<file path="config.mk">
export PLATFORM = sky130hd
export DESIGN_NAME = fetch_top
export DESIGN_NICKNAME = d
export VERILOG_FILES = /design/src/verilog/fetch_pkg.sv /design/src/verilog/axi_rd_if.sv /design/src/verilog/fetch_top.sv /design/src/verilog/inst_fetch.sv /design/src/verilog/inst_sram.sv /design/src/verilog/next_pc_unit.sv
export VERILOG_INCLUDE_DIRS = /design/src /design/src/include
export SDC_FILE = /design/constraint.sdc
export NUM_CORES = 1
export LEC_CHECK = 0
export BUFFER_PORTS_ARGS = -buffer_cell sky130_fd_sc_hd__buf_2
export CAP_MARGIN = 5
export CORE_UTILIZATION = 40
export DETAILED_ROUTE_END_ITERATION = 10
export SLEW_MARGIN = 5
export SYNTH_ARGS = -nofsm -noshare
export SYNTH_HDL_FRONTEND = slang
export SYNTH_HIERARCHICAL = 1
export SYNTH_SLANG_ARGS = --single-unit
</file>
<file path="constraint.sdc">
create_clock -name clk -period 6.4 [get_ports clk]
set_input_delay 0.32 -clock clk [delete_from_list [all_inputs] [get_ports clk]]
set_output_delay 0.32 -clock clk [all_outputs]
set_load 0.02 [all_outputs]
</file>
<file path="src/include/fetch_macros.svh">
`ifndef FETCH_MACROS_SVH
`define FETCH_MACROS_SVH

// first fetch address after reset
`define RESET_PC 32'h80000000

// instruction image size in 32-bit words
`define IMEM_WORDS 32

// cycles between a handover and the next arvalid
`define AR_DELAY 6

// cycles from address acceptance to rready
`define RREADY_DELAY 4

// base read latency of the memory, low word address bits add on top
`define MEM_LAT 3

`endif

</file>
<file path="src/testbench/prog.hex">
// one 32-bit instruction word per line in hex
// word 0 sits at 0x80000000, each next line is pc plus 4
00100093
00200113
002081b3
0100006f
00400213
00500293
00600313
00208463
00318663
00700393
00800413
00529463
00008067
014000ef
00900493
00a00513
00b00593
00c00613
123452b7
00128313
00410863
0020e3b3
0180006f
00d00693
00e00713
00f00793
01000813
01100893
0080006f
ffdff06f
00150513
fe000ce3

</file>
<file path="src/verilog/fetch_pkg.sv">
package fetch_pkg;

    // base opcodes, low two bits always 2'b11
    localparam logic [6:0] op_jal    = 7'b1101111;
    localparam logic [6:0] op_branch = 7'b1100011;

    localparam logic [2:0] f3_beq = 3'b000;

    // J-type, imm[20|10:1|11|19:12]
    typedef struct packed {
        logic       imm20;
        logic [9:0] imm10_1;
        logic       imm11;
        logic [7:0] imm19_12;
        logic [4:0] rd;
        logic [6:0] opcode;
    } j_fmt_t;

    // B-type, imm split around rs2/rs1/funct3
    typedef struct packed {
        logic       imm12;
        logic [5:0] imm10_5;
        logic [4:0] rs2;
        logic [4:0] rs1;
        logic [2:0] funct3;
        logic [3:0] imm4_1;
        logic       imm11;
        logic [6:0] opcode;
    } b_fmt_t;

    // same word, two decodings; opcode lines up in both
    typedef union packed {
        j_fmt_t j_fmt;
        b_fmt_t b_fmt;
    } inst_word_u;

endpackage

</file>
<file path="src/verilog/axi_rd_if.sv">
interface axi_rd_if;

    // read address channel
    logic [31:0] araddr;
    logic        arvalid;
    logic        arready;

    // read data channel
    logic        rvalid;
    logic        rready;
    logic [31:0] rdata;

    // fetch side
    modport master (
        output araddr,
        output arvalid,
        input  arready,
        input  rvalid,
        output rready,
        input  rdata
    );

    // memory side
    modport slave (
        input  araddr,
        input  arvalid,
        output arready,
        output rvalid,
        input  rready,
        output rdata
    );

endinterface

</file>
<file path="src/verilog/fetch_top.sv">
module fetch_top (
    input  logic        clk,
    input  logic        rst,
    output logic        inst_req,
    input  logic        inst_ack,
    output logic [31:0] pc,
    output logic [31:0] inst
);

    logic        jump_en;
    logic [31:0] jump_pc;

    axi_rd_if bus_i ();  // fetch to imem

    inst_fetch fetch_i (
        .clk      (clk),
        .rst      (rst),
        .jump_en  (jump_en),
        .jump_pc  (jump_pc),
        .bus      (bus_i.master),
        .inst_req (inst_req),
        .inst_ack (inst_ack),
        .pc       (pc),
        .inst     (inst)
    );

    inst_sram imem_i (
        .clk (clk),
        .rst (rst),
        .bus (bus_i.slave)
    );

    // decodes the word being handed over
    next_pc_unit npc_i (
        .inst    (inst),
        .pc      (pc),
        .jump_en (jump_en),
        .jump_pc (jump_pc)
    );

endmodule

</file>
<file path="src/verilog/inst_fetch.sv">
`include "fetch_macros.svh"

module inst_fetch (
    input  logic        clk,
    input  logic        rst,
    input  logic        jump_en,
    input  logic [31:0] jump_pc,
    axi_rd_if.master    bus,
    output logic        inst_req,
    input  logic        inst_ack,
    output logic [31:0] pc,
    output logic [31:0] inst
);

    logic       ar_pend;  // a new address is wanted
    logic [3:0] ar_cnt;   // gap before next arvalid
    logic       rd_busy;  // address taken, data not yet back
    logic [3:0] rr_cnt;   // rready delay
    logic       ar_fire;
    logic       r_fire;
    logic       hand_fire;

    assign ar_fire   = bus.arvalid && bus.arready;
    assign r_fire    = bus.rvalid && bus.rready;
    assign hand_fire = inst_req && inst_ack;  // core took the word

    // pc only moves at handover, so araddr is steady while arvalid
    assign bus.araddr = pc;

    always_ff @(posedge clk) begin
        if (rst) begin
            pc <= `RESET_PC;
        end else if (hand_fire) begin
            pc <= jump_en ? jump_pc : pc + 32'd4;
        end
    end

    // address issue
    always_ff @(posedge clk) begin
        if (rst) begin
            bus.arvalid <= 1'b0;
            ar_pend     <= 1'b1;  // fetch RESET_PC right away
            ar_cnt      <= 4'd0;
        end else begin
            if (hand_fire) begin
                ar_pend <= 1'b1;
                ar_cnt  <= 4'(`AR_DELAY);
            end else if (ar_cnt != 4'd0) begin
                ar_cnt <= ar_cnt - 4'd1;
            end

            if (ar_fire) begin
                bus.arvalid <= 1'b0;
            end else if (ar_pend && ar_cnt == 4'd0 && !inst_ack) begin
                // countdown done and ack back low
                bus.arvalid <= 1'b1;
                ar_pend     <= 1'b0;
            end
        end
    end

    // read data side, rready held back after address acceptance
    always_ff @(posedge clk) begin
        if (rst) begin
            rd_busy   <= 1'b0;
            rr_cnt    <= 4'd0;
            bus.rready <= 1'b0;
        end else begin
            if (ar_fire) begin
                rd_busy <= 1'b1;
                rr_cnt  <= 4'(`RREADY_DELAY);
            end else begin
                if (r_fire) rd_busy <= 1'b0;
                if (rr_cnt != 4'd0) rr_cnt <= rr_cnt - 4'd1;
            end

            if (r_fire) begin
                bus.rready <= 1'b0;
            end else if (rr_cnt == 4'd1) begin
                bus.rready <= rd_busy;  // last tick of the delay
            end
        end
    end

    // instruction register, loaded at the r transfer
    always_ff @(posedge clk) begin
        if (r_fire) begin
            inst <= bus.rdata;
        end
    end

    // req toward the core, four-phase
    always_ff @(posedge clk) begin
        if (rst) begin
            inst_req <= 1'b0;
        end else if (r_fire) begin
            inst_req <= 1'b1;
        end else if (hand_fire) begin
            inst_req <= 1'b0;
        end
    end

    // rready trails an accepted address by the fixed delay
    a_rready_needs_addr : assert property (
        @(posedge clk) disable iff (rst)
        $rose(bus.rready) |-> $past(ar_fire, `RREADY_DELAY + 1)
    ) else $error("rready raised without an address accepted the set delay before");

    a_req_holds : assert property (
        @(posedge clk) disable iff (rst)
        inst_req && !inst_ack |=> inst_req
    ) else $error("req dropped before ack");

    // core sees a frozen word while it stalls
    a_pc_stable : assert property (
        @(posedge clk) disable iff (rst)
        inst_req && !inst_ack |=> $stable(pc) && $stable(inst)
    ) else $error("pc or inst moved while req waits for ack");

endmodule

</file>
<file path="src/verilog/inst_sram.sv">
`include "fetch_macros.svh"

module inst_sram (
    input  logic     clk,
    input  logic     rst,
    axi_rd_if.slave  bus
);

    localparam int IDX_W = $clog2(`IMEM_WORDS);

    logic [31:0]      mem [0:`IMEM_WORDS-1];
    logic [31:0]      addr_q;    // accepted address
    logic [31:0]      offset;    // byte offset into the image
    logic [IDX_W-1:0] idx;
    logic             in_range;
    logic             busy;      // one read at a time
    logic [3:0]       lat_cnt;
    logic             ar_fire;
    logic             r_fire;

    initial begin
        $readmemh("/design/src/testbench/prog.hex", mem);
    end

    assign ar_fire  = bus.arvalid && bus.arready;
    assign r_fire   = bus.rvalid && bus.rready;
    assign offset   = addr_q - `RESET_PC;
    assign idx      = offset[IDX_W+1:2];
    assign in_range = offset[31:2] < `IMEM_WORDS;  // wraps below base too

    always_ff @(posedge clk) begin
        if (ar_fire) begin
            addr_q <= bus.araddr;
        end
    end

    // handshake and latency control
    always_ff @(posedge clk) begin
        if (rst) begin
            bus.arready <= 1'b0;
            bus.rvalid  <= 1'b0;
            busy        <= 1'b0;
            lat_cnt     <= 4'd0;
        end else begin
            // one-cycle arready pulse, a cycle after arvalid shows up
            bus.arready <= bus.arvalid && !bus.arready && !busy;

            if (ar_fire) begin
                busy    <= 1'b1;
                lat_cnt <= 4'(`MEM_LAT) + {2'b00, bus.araddr[3:2]};  // per-word latency
            end else if (lat_cnt != 4'd0) begin
                lat_cnt <= lat_cnt - 4'd1;
            end

            if (r_fire) begin
                bus.rvalid <= 1'b0;
                busy       <= 1'b0;
            end else if (lat_cnt == 4'd1) begin
                bus.rvalid <= 1'b1;
            end
        end
    end

    // data word, set up together with rvalid
    always_ff @(posedge clk) begin
        if (lat_cnt == 4'd1) begin
            bus.rdata <= in_range ? mem[idx] : 32'd0;  // outside image reads 0
        end
    end

    a_rvalid_holds : assert property (
        @(posedge clk) disable iff (rst)
        bus.rvalid && !bus.rready |=> bus.rvalid && $stable(bus.rdata)
    ) else $error("rvalid dropped or rdata changed before transfer");

endmodule

</file>
<file path="src/verilog/next_pc_unit.sv">
module next_pc_unit (
    input  logic [31:0] inst,
    input  logic [31:0] pc,
    output logic        jump_en,
    output logic [31:0] jump_pc
);

    import fetch_pkg::*;

    inst_word_u  iw;
    logic [31:0] j_imm;
    logic [31:0] b_imm;
    logic        is_jal;
    logic        is_beq_eq;

    assign iw = inst;

    // J immediate, bit 0 always zero
    assign j_imm = {{11{iw.j_fmt.imm20}},
                    iw.j_fmt.imm20,
                    iw.j_fmt.imm19_12,
                    iw.j_fmt.imm11,
                    iw.j_fmt.imm10_1,
                    1'b0};

    // B immediate
    assign b_imm = {{19{iw.b_fmt.imm12}},
                    iw.b_fmt.imm12,
                    iw.b_fmt.imm11,
                    iw.b_fmt.imm10_5,
                    iw.b_fmt.imm4_1,
                    1'b0};

    assign is_jal = iw.j_fmt.opcode == op_jal;

    // no regfile here, equal register numbers means equal values
    assign is_beq_eq = (iw.b_fmt.opcode == op_branch) &&
                       (iw.b_fmt.funct3 == f3_beq) &&
                       (iw.b_fmt.rs1 == iw.b_fmt.rs2);

    always_comb begin
        jump_en = 1'b0;
        jump_pc = pc + 32'd4;  // don't care when jump_en low
        if (is_jal) begin
            jump_en = 1'b1;
            jump_pc = pc + j_imm;
        end else if (is_beq_eq) begin
            jump_en = 1'b1;
            jump_pc = pc + b_imm;
        end
    end

endmodule
</file>
==> results.cfg <==
[min_path]
hold_depth = 3
hp-class = in -> reg
min_to = fetch_i/inst_req
min-delay-start = inst_ack

[detailed_routing]
vias = 7917
ant_nets = 0
drtPass1Iterations = 5
drt-initial-drc-count = 648
routedWlPerCell_um = 18.4
wl_um = 24500
drc = 0
vias_per_cell = 5.94

[synth]
syn_inst = 1061
yosys_register_bits = 84
synth_ff_type = dfxtp_1
synth_area_per_cell_um2 = 7.84
synth_cell_types = 92
synth_edf_count = 32
syn_area_um2 = 8310
synth_seq_area_share_pct = 24.1
ys_async_sr_fraction_pct = 0
yosys_warnings = 6

[setup_path]
reg2reg_to = fetch_i/bus.araddr[31]
crit_start = fetch_i/bus.araddr[2]
slowest_stage = dfxtp_1
cp_cell_sequence = inv_1, fa_1, nand2b_1, a21o_1, a21boi_2, o211ai_1, o21a_1, o21ai_2, mux2i_1, a221oi_2, or3_1, o21ai_0, a221oi_1
regToRegSetupSlack_ns = 2.48
critical_path_buf_inv_count = 1
critPathKind = reg -> reg
crit_fanout = 15
critPathTopFamily = compound AO/OA/AOI/OAI gates
arrival_ns = 4.18
worstSetupEndpointType = register
reg2reg_depth = 13
reg2reg_from = fetch_i/bus.araddr[2]
worstPathRequired_ns = 6.66
slowest_delay_ns = 0.74
worstSetupStartpointType = register

[timing]
fin_crit_ns = 3.92
finalSetupTns_ns = 0
slew_viol_final = 0
skew_ns = 0.0117
slew-limit-headroom_pct = 32.4
finalHoldViolations = 0
rsz0062_at_grt = no
period_share_pct = 61.2
finalSetupViolations = 0
fmax_mhz = 255
tightest_slew_ns = 1.01

[clock_network]
cts_sinks = 84
clk_pin_slew_ns = 0.07
cts_max_path_buffers = 2
cts_max_level = 3
numCtsBuffers = 9
post-cts-setup-buffer-count = 0
cts-root-buf = clkbuf_16
clk_latency_ns = 0.35
holdBufCountCts = 0
cts_tree = yes
cts_resized = 0

[global_routing]
grt_pass1_vias = 6955
track_usage_pct = 22.3
grt_max_degree = 53
antenna_found_initial = 0
grt.overflow.total = 0
grt_first_pass_wirelength_um = 38000

[power_and_ir_drop]
p_clk_share_pct = 38.9
swShare_pct = 27.2
seq_power_share_pct = 48.2
power_switching_mw = 0.345
powerDensity_nw_per_um2 = 146
vdd_ir_drop_max_mv = 0.123
cellLeakagePower_nw = 3.56
p_int_mw = 0.924
total_power_mw = 1.27
combPwrFrac_pct = 13.0

[layout]
multi_input_area_um2 = 5600
drive_above_1_share_pct = 12.0
nFillCells = 2134
diodes = 0
seqCellArea_um2 = 2000
final_cells = 1332
fin_area_um2 = 8690
final_common_cell = a21oi_1
final_cell_mix = 97 x a21oi_1, 91 x nand2_1, 76 x nor2_1
fin_nets = 1113
area_delta_synth_final_pct = 4.50

[place]
numPortBuffers = 67
hpwl_um = 17500
post_dp_cell_area_um2 = 8420
dp_cells = 1316
routabilityCongestion = 0.880

[floorplanning]
ios = 68
die_y_um = 146
num_rows = 52
die_area_um2 = 21400
core-area_um2 = 20300
die_w_um = 146
initial_core_util_pct = 41.0

[status]
status = finished clean

[job]
drv_cap = 0
## how the worst max path moves through the flow
stage                             endpoint  cells past startpoint
finish              fetch_i/bus.araddr[31]                     13
global route        fetch_i/bus.araddr[31]                     13
CTS                 fetch_i/bus.araddr[31]                     13
detailed placement  fetch_i/bus.araddr[31]                     13
global placement    fetch_i/bus.araddr[31]                     13
floorplan           fetch_i/bus.araddr[31]                     14
## sequential cells by signal, summed over array words and instances, names as in the netlist
| signal | cells |
|---|---|
| fetch_i/inst | 32 |
| fetch_i/ar_cnt | 4 |
| fetch_i/rd_busy | 1 |
| fetch_i/bus.araddr | 32 |
| fetch_i/rr_cnt | 4 |
| imem_i/busy | 1 |
| fetch_i/bus.arvalid | 1 |
| fetch_i/inst_req | 1 |
| fetch_i/ar_pend | 1 |
| imem_i/bus.rvalid | 1 |
| fetch_i/bus.rready | 1 |
| imem_i/bus.arready | 1 |
| imem_i/lat_cnt | 4 |
## kinds of logic (layout without fill, tap and decap cells)
logic type / after synthesis / after routing / synth area share [%]
mux: 16 / 16 / 2.02
buf+inv: 146 / 116 / 9.93
other cells: 1 / 32 / 0.0451
flops: 84 / 84 / 24.1
fa+ha+maj: 53 / 53 / 8.16
simple gates: 381 / 381 / 24.1
compound gates: 331 / 331 / 26.5
xor+xnor: 49 / 49 / 5.16
## cells in the mapped netlist, types with 3 or more instances
cell type	number	area share, %
dfxtp_1	52	13
ha_1	51	7.7
xnor2_1	26	2.7
o21bai_1	6	0.54
nand3b_1	4	0.36
o221ai_1	5	0.53
clkbuf_1	36	1.6
a221o_1	3	0.36
nand2b_1	13	0.98
a22o_1	3	0.32
a21o_1	27	2.4
or2_2	3	0.23
a21oi_1	97	5.8
and2_1	11	0.83
o21ai_2	7	0.74
a311oi_1	5	0.53
nand4_1	21	1.6
o31ai_1	7	0.63
nor2b_1	5	0.38
nor3b_1	3	0.27
a31oi_1	18	1.4
nand2_1	91	4.1
nand3_1	50	3.0
and3_1	28	2.1
buf_4	69	6.2
nor4_1	8	0.60
o21ai_0	47	2.8
o21ai_1	11	0.66
o22ai_1	14	1.1
buf_2	9	0.54
a311o_1	3	0.36
edfxtp_1	32	12
and4_1	4	0.42
a22oi_1	8	0.72
inv_1	26	1.2
buf_1	4	0.18
xor2_1	23	2.4
o211ai_1	12	1.1
nor3_1	30	1.8
nor2_1	76	3.4
mux2i_1	13	1.6
or3_1	11	0.83
a211oi_1	21	1.9
## stage by stage
stage	hold WS [ns]	setup slack (ns)	util [%]
after floorplan	0.392	3.25	-
after global placement	0.411	2.46	41.5
after detailed placement	0.416	2.52	41.5
after CTS	0.271	2.51	42.8
after global routing	0.286	2.19	42.8
final	0.280	2.48	42.8
## tightest hold or removal path, cell delays in order
cell	delay (ns)
buf_2	0.10
nand2b_1	0.10
a21oi_1	0.06
## layout make-up
| class | count | share of cell area, % |
|---|---|---|
| inverters | 27 | 1.17 |
| multi-input cells | 862 | 64.5 |
| repair buffers | 73 | 4.38 |
| clock inverters | 3 | 0.245 |
| flip-flops and latches | 84 | 23.0 |
| well taps | 270 | 3.89 |
| clock buffers | 13 | 2.78 |
## metal layers
layer  global-route usage [%]  share of wire [%]  up-vias
met3                     3.19                5.4       51
li1                         -                  -     3846
met4                     9.64                3.2        0
met1                     30.3                 46     3746
met2                     35.0                 46      274
met5                        0                  0        -
## power by group through the flow
stage          clock (mW)  sequential (mW)  combinational (mW)
2_1_floorplan           0            0.613               0.153
5_1_grt             0.526            0.615               0.188
4_1_cts             0.509            0.611               0.165
3_3_place_gp            0            0.623               0.161
6_report            0.493            0.611               0.165
3_5_place_dp            0            0.623               0.165
Power figures use the tool's default switching activity.
